$ cat src/msu_cfg.svh
`ifndef MSU_CFG_SVH
`define MSU_CFG_SVH

// Stream word width
`define MSU_AXI_LEN 32

// Iteration counts and residue widths
`define MSU_T_LEN 64
`define MSU_SQ_BITS 64

// Odd modulus kept below 2**63 so twice any residue fits in 65 bits
`define MSU_MODULUS 64'h7fff_ffff_ffff_ffe7

// Input frame carries t_start, t_final and x as low and high words
`define MSU_IN_WORDS 6

// Output frame carries the final count and the result as low and high words
`define MSU_OUT_WORDS 4

`endif

$ cat src/msu_pkg.sv
`include "msu_cfg.svh"

package msu_pkg;

   // One word on either stream
   typedef logic [`MSU_AXI_LEN-1:0] axi_word_t;

   // Iteration count
   typedef logic [`MSU_T_LEN-1:0] iter_count_t;

   // Residue modulo the fixed modulus
   typedef logic [`MSU_SQ_BITS-1:0] residue_t;

   // Word position inside an input or output frame
   typedef logic [2:0] word_index_t;

   // Job controller states
   typedef enum logic [2:0] {
      st_init,
      st_recv,
      st_sqin,
      st_start,
      st_compute,
      st_prepare_send,
      st_send,
      st_idle
   } msu_state_t;

endpackage

$ cat src/modsqr_engine.sv
`timescale 1ns/1ns
`include "msu_cfg.svh"

module modsqr_engine
   import msu_pkg::*;
(
   input  logic     clk,
   input  logic     reset_1d,
   input  logic     sq_start,
   input  logic     sq_stop,
   input  residue_t sq_in,
   output logic     sq_valid,
   output residue_t sq_out
);

   localparam int IDX_W = $clog2(`MSU_SQ_BITS);
   localparam residue_t MODULUS = `MSU_MODULUS;
   localparam logic [`MSU_SQ_BITS:0] MOD_WIDE = {1'b0, MODULUS};

   // Control
   logic             running;
   logic [IDX_W-1:0] bit_idx;

   // Datapath
   residue_t operand;
   residue_t acc;
   residue_t dbl_red;
   residue_t add_red;
   residue_t acc_next;

   // One conditional subtraction for inputs below twice the modulus
   function automatic residue_t reduce_once(input logic [`MSU_SQ_BITS:0] v);
      logic [`MSU_SQ_BITS:0] diff;
      diff = v - MOD_WIDE;
      if (v >= MOD_WIDE) begin
         return diff[`MSU_SQ_BITS-1:0];
      end
      return v[`MSU_SQ_BITS-1:0];
   endfunction

   //////////////////////////////
   // Bit step
   //////////////////////////////

   // acc becomes 2*acc (+ operand) mod M as the operand is scanned MSB first
   always_comb begin
      dbl_red = reduce_once({acc, 1'b0});
      add_red = reduce_once({1'b0, dbl_red} + {1'b0, operand});
      if (operand[bit_idx]) begin
         acc_next = add_red;
      end else begin
         acc_next = dbl_red;
      end
   end

   //////////////////////////////
   // Sequencing
   //////////////////////////////

   // A load cycle and 64 steps per square with the valid cycle used as the restart
   always_ff @(posedge clk) begin
      if (reset_1d) begin
         running  <= 1'b0;
         sq_valid <= 1'b0;
         bit_idx  <= '0;
      end else if (sq_start) begin
         running  <= 1'b1;
         sq_valid <= 1'b0;
         bit_idx  <= IDX_W'(`MSU_SQ_BITS - 1);
      end else if (sq_stop) begin
         running  <= 1'b0;
         sq_valid <= 1'b0;
      end else if (running) begin
         if (sq_valid) begin
            // Restart on the published square
            sq_valid <= 1'b0;
            bit_idx  <= IDX_W'(`MSU_SQ_BITS - 1);
         end else begin
            sq_valid <= (bit_idx == '0);
            bit_idx  <= bit_idx - 1'b1;
         end
      end
   end

   always_ff @(posedge clk) begin
      if (sq_start) begin
         operand <= sq_in;
         acc     <= '0;
      end else if (running && !sq_stop) begin
         if (sq_valid) begin
            // Last result becomes the next operand
            operand <= acc;
            acc     <= '0;
         end else begin
            acc <= acc_next;
         end
      end
   end

   // Accumulator holds the finished square while sq_valid is high
   assign sq_out = acc;

endmodule

$ cat src/msu.sv
`timescale 1ns/1ns
`include "msu_cfg.svh"

module msu
   import msu_pkg::*;
(
   input  logic      clk,
   input  logic      reset_1d,

   input  logic      ap_start,
   output logic      start_xfer,
   output logic      ap_done,

   // Input word stream
   input  logic      s_axis_tvalid,
   output logic      s_axis_tready,
   input  axi_word_t s_axis_tdata,
   input  logic      s_axis_tlast,

   // Output word stream
   output logic      m_axis_tvalid,
   input  logic      m_axis_tready,
   output axi_word_t m_axis_tdata,
   output logic      m_axis_tlast,

   // Squaring engine
   output logic      sq_start,
   output logic      sq_stop,
   output residue_t  sq_in,
   input  logic      sq_valid,
   input  residue_t  sq_out
);

   localparam int IN_BITS  = `MSU_IN_WORDS * `MSU_AXI_LEN;
   localparam int OUT_BITS = `MSU_OUT_WORDS * `MSU_AXI_LEN;
   localparam int T_LEN    = `MSU_T_LEN;
   localparam word_index_t LAST_OUT_IDX = word_index_t'(`MSU_OUT_WORDS - 1);

   msu_state_t state;
   msu_state_t next_state;

   // Job fields
   iter_count_t t_current;
   iter_count_t t_final;
   iter_count_t t_next;

   // Frames
   logic [IN_BITS-1:0]  in_frame;
   logic [OUT_BITS-1:0] out_frame;
   word_index_t         out_idx;

   logic in_shift;
   logic out_shift;
   logic final_iteration;

   //////////////////////////////
   // Job FSM
   //////////////////////////////

   always_ff @(posedge clk) begin
      if (reset_1d) begin
         state <= st_init;
      end else begin
         state <= next_state;
      end
   end

   always_comb begin
      next_state = state;
      case (state)
         st_init: begin
            if (ap_start) begin
               next_state = st_recv;
            end
         end
         st_recv: begin
            // Frame ends on the word flagged with tlast
            if (in_shift && s_axis_tlast) begin
               next_state = st_sqin;
            end
         end
         st_sqin: begin
            next_state = st_start;
         end
         st_start: begin
            next_state = st_compute;
         end
         st_compute: begin
            if (final_iteration) begin
               next_state = st_prepare_send;
            end
         end
         st_prepare_send: begin
            next_state = st_send;
         end
         st_send: begin
            if (out_shift && out_idx == LAST_OUT_IDX) begin
               next_state = st_idle;
            end
         end
         st_idle: begin
            next_state = st_init;
         end
         default: begin
            next_state = st_init;
         end
      endcase
   end

   assign start_xfer = (state == st_prepare_send);
   assign ap_done    = (state == st_idle);

   //////////////////////////////
   // Input unpacking
   //////////////////////////////

   assign s_axis_tready = (state == st_recv);
   assign in_shift      = s_axis_tvalid && s_axis_tready;

   // Lowest word enters first and ends up at the bottom
   always_ff @(posedge clk) begin
      if (in_shift) begin
         in_frame <= {s_axis_tdata, in_frame[IN_BITS-1:`MSU_AXI_LEN]};
      end
   end

   //////////////////////////////
   // Iteration counting
   //////////////////////////////

   assign t_next          = t_current + 1'b1;
   assign final_iteration = (state == st_compute) && sq_valid &&
                            (t_next == t_final);

   always_ff @(posedge clk) begin
      if (state == st_sqin) begin
         t_current <= in_frame[T_LEN-1:0];
         t_final   <= in_frame[2*T_LEN-1:T_LEN];
         sq_in     <= in_frame[IN_BITS-1:2*T_LEN];
      end else if (state == st_compute && sq_valid) begin
         t_current <= t_next;
      end
   end

   assign sq_start = (state == st_start);
   // Engine goes idle on the same cycle the last square is taken
   assign sq_stop  = final_iteration;

   //////////////////////////////
   // Output packing
   //////////////////////////////

   assign out_shift = m_axis_tvalid && m_axis_tready;

   always_ff @(posedge clk) begin
      if (final_iteration) begin
         out_frame <= {sq_out, t_next};
      end else if (out_shift) begin
         out_frame <= {{`MSU_AXI_LEN{1'b0}}, out_frame[OUT_BITS-1:`MSU_AXI_LEN]};
      end
   end

   // Counts taken words only, so stalls never skip one
   always_ff @(posedge clk) begin
      if (reset_1d) begin
         out_idx <= '0;
      end else if (final_iteration) begin
         out_idx <= '0;
      end else if (out_shift) begin
         out_idx <= out_idx + 1'b1;
      end
   end

   assign m_axis_tvalid = (state == st_send);
   assign m_axis_tdata  = out_frame[`MSU_AXI_LEN-1:0];
   assign m_axis_tlast  = (state == st_send) && (out_idx == LAST_OUT_IDX);

endmodule

$ cat src/msu_top.sv
`timescale 1ns/1ns

module msu_top
   import msu_pkg::*;
(
   input  logic      clk,
   input  logic      reset_1d,
   input  logic      ap_start,

   input  logic      s_axis_tvalid,
   output logic      s_axis_tready,
   input  axi_word_t s_axis_tdata,
   input  logic      s_axis_tlast,

   output logic      m_axis_tvalid,
   input  logic      m_axis_tready,
   output axi_word_t m_axis_tdata,
   output logic      m_axis_tlast,

   output logic      start_xfer,
   output logic      ap_done
);

   // Controller to engine
   logic     sq_start;
   logic     sq_stop;
   logic     sq_valid;
   residue_t sq_in;
   residue_t sq_out;

   msu i_msu (
      .clk           (clk),
      .reset_1d      (reset_1d),
      .ap_start      (ap_start),
      .start_xfer    (start_xfer),
      .ap_done       (ap_done),
      .s_axis_tvalid (s_axis_tvalid),
      .s_axis_tready (s_axis_tready),
      .s_axis_tdata  (s_axis_tdata),
      .s_axis_tlast  (s_axis_tlast),
      .m_axis_tvalid (m_axis_tvalid),
      .m_axis_tready (m_axis_tready),
      .m_axis_tdata  (m_axis_tdata),
      .m_axis_tlast  (m_axis_tlast),
      .sq_start      (sq_start),
      .sq_stop       (sq_stop),
      .sq_in         (sq_in),
      .sq_valid      (sq_valid),
      .sq_out        (sq_out)
   );

   modsqr_engine i_modsqr_engine (
      .clk      (clk),
      .reset_1d (reset_1d),
      .sq_start (sq_start),
      .sq_stop  (sq_stop),
      .sq_in    (sq_in),
      .sq_valid (sq_valid),
      .sq_out   (sq_out)
   );

endmodule
$ cat config.mk
export PLATFORM = sky130hd
export DESIGN_NAME = msu_top
export DESIGN_NICKNAME = d
export VERILOG_FILES = /design/src/msu_pkg.sv /design/src/modsqr_engine.sv /design/src/msu.sv /design/src/msu_top.sv
export VERILOG_INCLUDE_DIRS = /design/src /design/src/src
export SDC_FILE = /design/constraint.sdc
export NUM_CORES = 1
export LEC_CHECK = 0
export BUFFER_PORTS_ARGS = -buffer_cell sky130_fd_sc_hd__buf_2
export CAP_MARGIN = 40
export CORE_MARGIN = 2
export CORE_UTILIZATION = 57
export DETAILED_ROUTE_END_ITERATION = 6
export PLACE_DENSITY = 0.84
export SLEW_MARGIN = 5
export SYNTH_ARGS = -nofsm -noshare
export SYNTH_HDL_FRONTEND = slang
export SYNTH_SLANG_ARGS = --single-unit
export TNS_END_PERCENT = 30
$ cat constraint.sdc
create_clock -name clk -period 7.1 [get_ports clk]
set_input_delay 1.42 -clock clk [delete_from_list [all_inputs] [get_ports clk]]
set_output_delay 1.42 -clock clk [all_outputs]
set_load 0.05 [all_outputs]
# After elaboration in Yosys (flattened, before gate mapping)
# Index checks and enable logic that the tools add are counted.
[totals]
in_bits = 38
out_inout_bits = 37
elab_cells = 86
register_bits = 654
[classes]
addsub = 6
mux = 29
eq_ne = 14
reduce_logical = 22
magnitude_cmp = 3
[op_table]
columns = ["op", "count"]
rows = [
  ["two-way mux 64 bit", 11],
  ["two-way mux 128 bit", 2],
  [">= comparator 65 x 63 -> 1 bit (second input constant)", 2],
  ["subtractor 64 x 63 -> 64 bit (second input constant)", 2],
  ["adder 64 x 64 -> 65 bit", 1],
  ["adder 64 x 1 -> 64 bit (second input constant)", 1],
  ["equality test 64 bit", 1],
  ["two-way mux 6 bit", 4],
  ["one-hot mux 3 bit (8 select lines)", 1],
  ["equality test 3 bit (second input constant)", 4],
  ["two-way mux 3 bit", 4],
  ["nonzero test 2 bit", 6],
  ["equality test 3 x 2 -> 1 bit (second input constant)", 3],
  ["logical AND 1 bit", 8],
  ["< comparator 6 x 7 -> 1 bit (second input constant)", 1],
  ["binary-select mux 1 bit (select 6 bit)", 1],
  ["logical NOT 6 bit", 1],
  ["two-way mux 1 bit", 6],
  ["inequality test 2 bit (second input constant)", 3],
  ["subtractor 6 x 1 -> 6 bit (second input constant)", 1],
  ["inequality test 2 x 1 -> 1 bit (second input constant)", 2],
  ["AND reduction 2 bit", 2],
  ["AND reduction 4 bit", 1],
  ["adder 3 x 1 -> 3 bit (second input constant)", 1],
  ["5 further kinds", 5],
]

# Logic depth before layout (Yosys ltp)
[logic_depth]
word_depth = 9
depth_mapped = 30
depth_no_buf = 25

# Cells and area by module
# A second synthesis with hierarchy kept.
[hier_totals]
hier_cells = 3051
area_unflattened_um2 = 35071.1
[modules_own_cells]
columns = ["mod", "instances", "area_per_inst_um2", "seq_area_each_um2", "cells_each"]
rows = [
  ["msu", 1, 21758.4, 15494.9, 1481],
  ["modsqr_engine", 1, 13312.8, 3363.2, 1570],
]

# Worst setup path after synthesis
# Ideal clock, no wire load.
[synth_timing]
path_kind = "register to register"
start = "register i_modsqr_engine.acc[10] (netlist: i_modsqr_engine.sq_out[10])"
end = "register i_modsqr_engine.acc[45] (netlist: i_modsqr_engine.sq_out[45])"
arrival_time_ns = 7.335
stages_incl_launch_ff = 30
n_path_buf = 5
setup_time_ns = 0.128
synth_period_minus_slack_ns = 7.463
required_time_ns = 6.972
slack_ns = -0.363
path_cell_list = "dfxtp_1 > clkbuf_1 > and4_1 > nand4_1 > nor4_1 > nand3_1 > o31ai_1 > clkbuf_1 > nor2b_1 > clkbuf_1 > nand3_1 > nor4_1 > and3_1 > xor2_1 > ha_1 > buf_2 > a21oi_1 > o21ai_0 > a221oi_1 > a211oi_1 > nor3_1 > xnor2_1 > nand4_1 > or4_1 > nor4_4 > o21ai_4 > buf_2 > a211oi_1 > mux2i_1 > o211ai_1"
[synth_via]
elab_chain_len = 9
elab_cells_between_ends = 13
classes_between = "3 x add/sub; 2 x order compare; 8 x mux"
[synth_rtl]
columns = ["element", "line_no", "rtl"]
rows = [
  ["start, declared", "modsqr_engine.sv:26", "residue_t acc;"],
  ["start signal, assigned", "modsqr_engine.sv:95", "acc <= acc_next;"],
  ["subtractor 64 x 63 -> 64 bit / >= comparator 65 x 63 -> 1 bit (equally long branches)", "modsqr_engine.sv:34, modsqr_engine.sv:35", ""],
  ["two-way mux 64 bit / two-way mux 1 bit (equally long branches)", "modsqr_engine.sv:35", "if (v >= MOD_WIDE) begin"],
  ["two-way mux 64 bit (*)", "modsqr_engine.sv:38", "return v[`MSU_SQ_BITS-1:0];"],
  ["adder 64 x 64 -> 65 bit", "modsqr_engine.sv:48", "add_red = reduce_once({1'b0, dbl_red} + {1'b0, operand});"],
  ["subtractor 64 x 63 -> 64 bit / >= comparator 65 x 63 -> 1 bit (equally long branches)", "modsqr_engine.sv:34, modsqr_engine.sv:35", ""],
  ["two-way mux 64 bit / two-way mux 1 bit (equally long branches)", "modsqr_engine.sv:35", ""],
  ["two-way mux 64 bit", "modsqr_engine.sv:38", ""],
  ["two-way mux 64 bit (*)", "modsqr_engine.sv:49", "if (operand[bit_idx]) begin"],
  ["two-way mux 64 bit (*)", "modsqr_engine.sv:90", "if (sq_valid) begin"],
]
# Every way passes the cells marked *; elsewhere a longest branch is shown, timed or not. The select of a mux whose other input is x is not followed.
# A chain may end at the register's enable or synchronous reset.

# Worst setup path in the final report
[layout_timing]
start = "register i_modsqr_engine.acc[33] (netlist: i_modsqr_engine.sq_out[33])"
end = "register i_modsqr_engine.acc[39] (netlist: i_modsqr_engine.sq_out[39])"
# Same word-level chain as after synthesis.

==> results_dict.tcl <==
set metrics [dict create \
    outcome "completed" \
    crit_arrival_ps 7560 \
    antenna_found_initial 4 \
    reg2reg_from "i_modsqr_engine.sq_out[33]" \
    cts_tree "done" \
    hold_viol_final 0 \
    synth-seq-cells 654 \
    slowest_stage "ha_2" \
    portBuffers 74 \
    synth_top_flop_cell "edfxtp_1" \
    route.detailed.drc 0 \
    ctsHtreeMaxLevel 2 \
    synth_edf_count 576 \
    die_w_um 254 \
    synth_nets 3211 \
    syn_area_sq_um 35500 \
    design.core.area_sq_um 61600 \
    utilization_pct 69.6 \
    synth_area_per_cell_sq_um 11.5 \
    dieHeight_um 254 \
    start_util_pct 57.6 \
    ir_worst_vdd_v 0.000380 \
    final_cell_mix "edfxtp_1, buf_4, nor2_1" \
    worstSetupPathType "flop to flop" \
    start_kind "flop" \
    cts.sinks 654 \
    leakagePower_uw 0.0156 \
    grt_max_degree 138 \
    grt-ovfl-total 0 \
    yosys_warnings 0 \
    path_clk_slew_ps 70 \
    r2r_slack_ps 70 \
    hold_start "i_msu.in_frame[80]" \
    drv_cap 0 \
    io_pins 75 \
    max_slew_margin_pct 31.7 \
    hold_depth 0 \
    num_vias 29700 \
    required_ps 7620 \
    clock-skew-final_ps 26.5 \
    r2r_cells 29 \
    critPathCaptureType "flop" \
    hold_path_class "flop to flop" \
    die-area_sq_um 64300 \
    dp_hpwl_um 97300 \
    period_share_pct 99.1 \
    viasPerCell 6.65 \
    post_route_cells_drive_above_1_share_pct 28.3 \
    clockBufferDepth 3 \
    layout_commonest_cell "edfxtp_1" \
    r2r_end "i_modsqr_engine.sq_out[39]" \
    synthArstFlopShare_pct 0 \
    final-max-slew-violation-count 0 \
    grt_use_total_pct 39.8 \
    period_needed_ps 7030 \
    max_freq_mhz 142 \
    yosysSeqAreaShare_pct 53.1 \
    setup_tns_ps 0 \
    root_buffer "clkbuf_16" \
    drtAntennaViolNets 0 \
    wire_per_inst_um 28.9 \
    cp_max_fo 6 \
    drt_iter0_markers 4673 \
    clk_latency_ps 660 \
    cts_buffers 60 \
    synth_cell_types 99 \
    holdPathEnd "i_msu.in_frame[48]" \
    worst_pin_slew_ps 1020 \
    place_congestion 1.02 \
    whs_ps 446 \
    syn2layout_area_growth_pct 20.7 \
    syn_inst 3096 \
    fin_nets 3692 \
    crit_top_cell "buf_4" \
    routed_wl_um 129000 \
    first_global_vias 27900 \
    num_rows 91 \
    grt_pass1_wl_um 185000 \
    slowest_delay_ps 480 \
    finalSetupViolCount 0 \
    firstDrtPassIters 6 \
    hold_buffers 0 \
    power_density_nw_per_um2 380 \
]
## per-layer routing
metal | GRT usage, % | part of all wire (%)
met1 | 54.8 | 38
met2 | 58.4 | 43
met3 | 11.5 | 14
met4 | 17.8 | 5.0
met5 | 0 | 0.0062
## worst max-delay path by stage
stage | start | to
2_1_floorplan | i_modsqr_engine.sq_out[26] | i_modsqr_engine.sq_out[45]
3_3_place_gp | i_modsqr_engine.sq_out[13] | i_modsqr_engine.sq_out[18]
3_5_place_dp | i_modsqr_engine.sq_out[29] | i_modsqr_engine.sq_out[18]
4_1_cts | i_modsqr_engine.sq_out[29] | i_modsqr_engine.sq_out[38]
5_1_grt | i_modsqr_engine.sq_out[29] | i_modsqr_engine.sq_out[39]
6_report | i_modsqr_engine.sq_out[33] | i_modsqr_engine.sq_out[39]
## registers in the layout, indices dropped and copies added (netlist names)
name	count
i_msu.t_current	64
i_modsqr_engine.operand	64
i_modsqr_engine.sq_valid	1
i_modsqr_engine.bit_idx	6
i_msu.out_idx	3
i_msu.in_frame	192
i_msu.out_frame	128
i_msu.t_final	64
i_modsqr_engine.sq_out	64
i_msu.sq_in	64
i_msu.state	3
i_modsqr_engine.running	1
## area by class of cell
class | count | area [sq um]
fill | 4322 | 18800
sequential | 654 | 18900
antenna | 2 | 5.00
tap | 837 | 1050
clock buffer | 76 | 1560
clock inverter | 38 | 465
timing repair buffer | 589 | 4500
multi-input combinational | 2212 | 16200
inverter | 60 | 230
## kinds of logic (layout without fill, tap and decap cells)
family	after synthesis	count (layout)	share of synthesized area (%)
compound gates	660	661	12.7
xor+xnor	258	258	6.54
fa+ha+maj	77	77	2.73
buf+inv	231	763	3.00
flops	654	654	53.1
mux	209	209	7.21
other cells	0	2	0
simple gates	1007	1007	14.7
## metrics by stage
stage	cells	area [sq um]	total power [uW]	setup slack, ps
floorplan	3096	35500	9270	-22.8
global placement	4327	40000	12300	-219
detailed placement	4331	40100	12400	-341
CTS	4447	42200	15800	14.5
global route	4466	42800	16800	-88.8
finish	4468	42800	16300	66.4
## synthesized netlist by cell type, types with 15 or more instances
cell | count | area, sq um
a211oi_1 | 34 | 255
a21o_1 | 25 | 188
a21oi_1 | 160 | 801
a22oi_1 | 54 | 405
a31oi_1 | 15 | 93.8
and2_1 | 51 | 319
and3_1 | 34 | 213
and4_1 | 36 | 315
buf_2 | 42 | 210
buf_4 | 36 | 270
clkbuf_1 | 85 | 319
dfxtp_1 | 78 | 1560
edfxtp_1 | 576 | 17300
ha_1 | 76 | 951
inv_1 | 60 | 225
mux2_2 | 164 | 1850
mux2i_1 | 24 | 240
mux4_2 | 21 | 473
nand2_1 | 209 | 785
nand2b_1 | 18 | 113
nand3_1 | 95 | 475
nand4_1 | 76 | 475
nor2_1 | 239 | 897
nor3_1 | 86 | 430
nor4_1 | 43 | 269
o211ai_1 | 23 | 173
o21a_1 | 30 | 225
o21ai_0 | 134 | 671
o21ai_1 | 24 | 120
or2_2 | 18 | 113
or3_1 | 31 | 194
or4_1 | 17 | 128
xnor2_1 | 140 | 1230
xor2_1 | 113 | 990
## power breakdown
group          switching [uW]  total, uW  internal, uW
clock network            1530       3400          1870
logic                    4260       7190          2930
registers                 610       5700          5090
## what timing repair did
action | in CTS | in global routing
endpoints found under the setup margin | 56 | 64
pin swaps | 1 | 40
resized for setup | 20 | 97
setup buffers | 2 | 18
gates cloned | 0 | 1
## worst max-delay path: cells and delay by family, from the launching register on
kind            cells  cell delay [ps]
buf+inv             6             1010
fa+ha+maj           1              480
simple gates       14             3510
xor+xnor            1              130
compound gates      6             1140
flops               1              410
mux                 1              240
(Power assumes the default switching activity.)
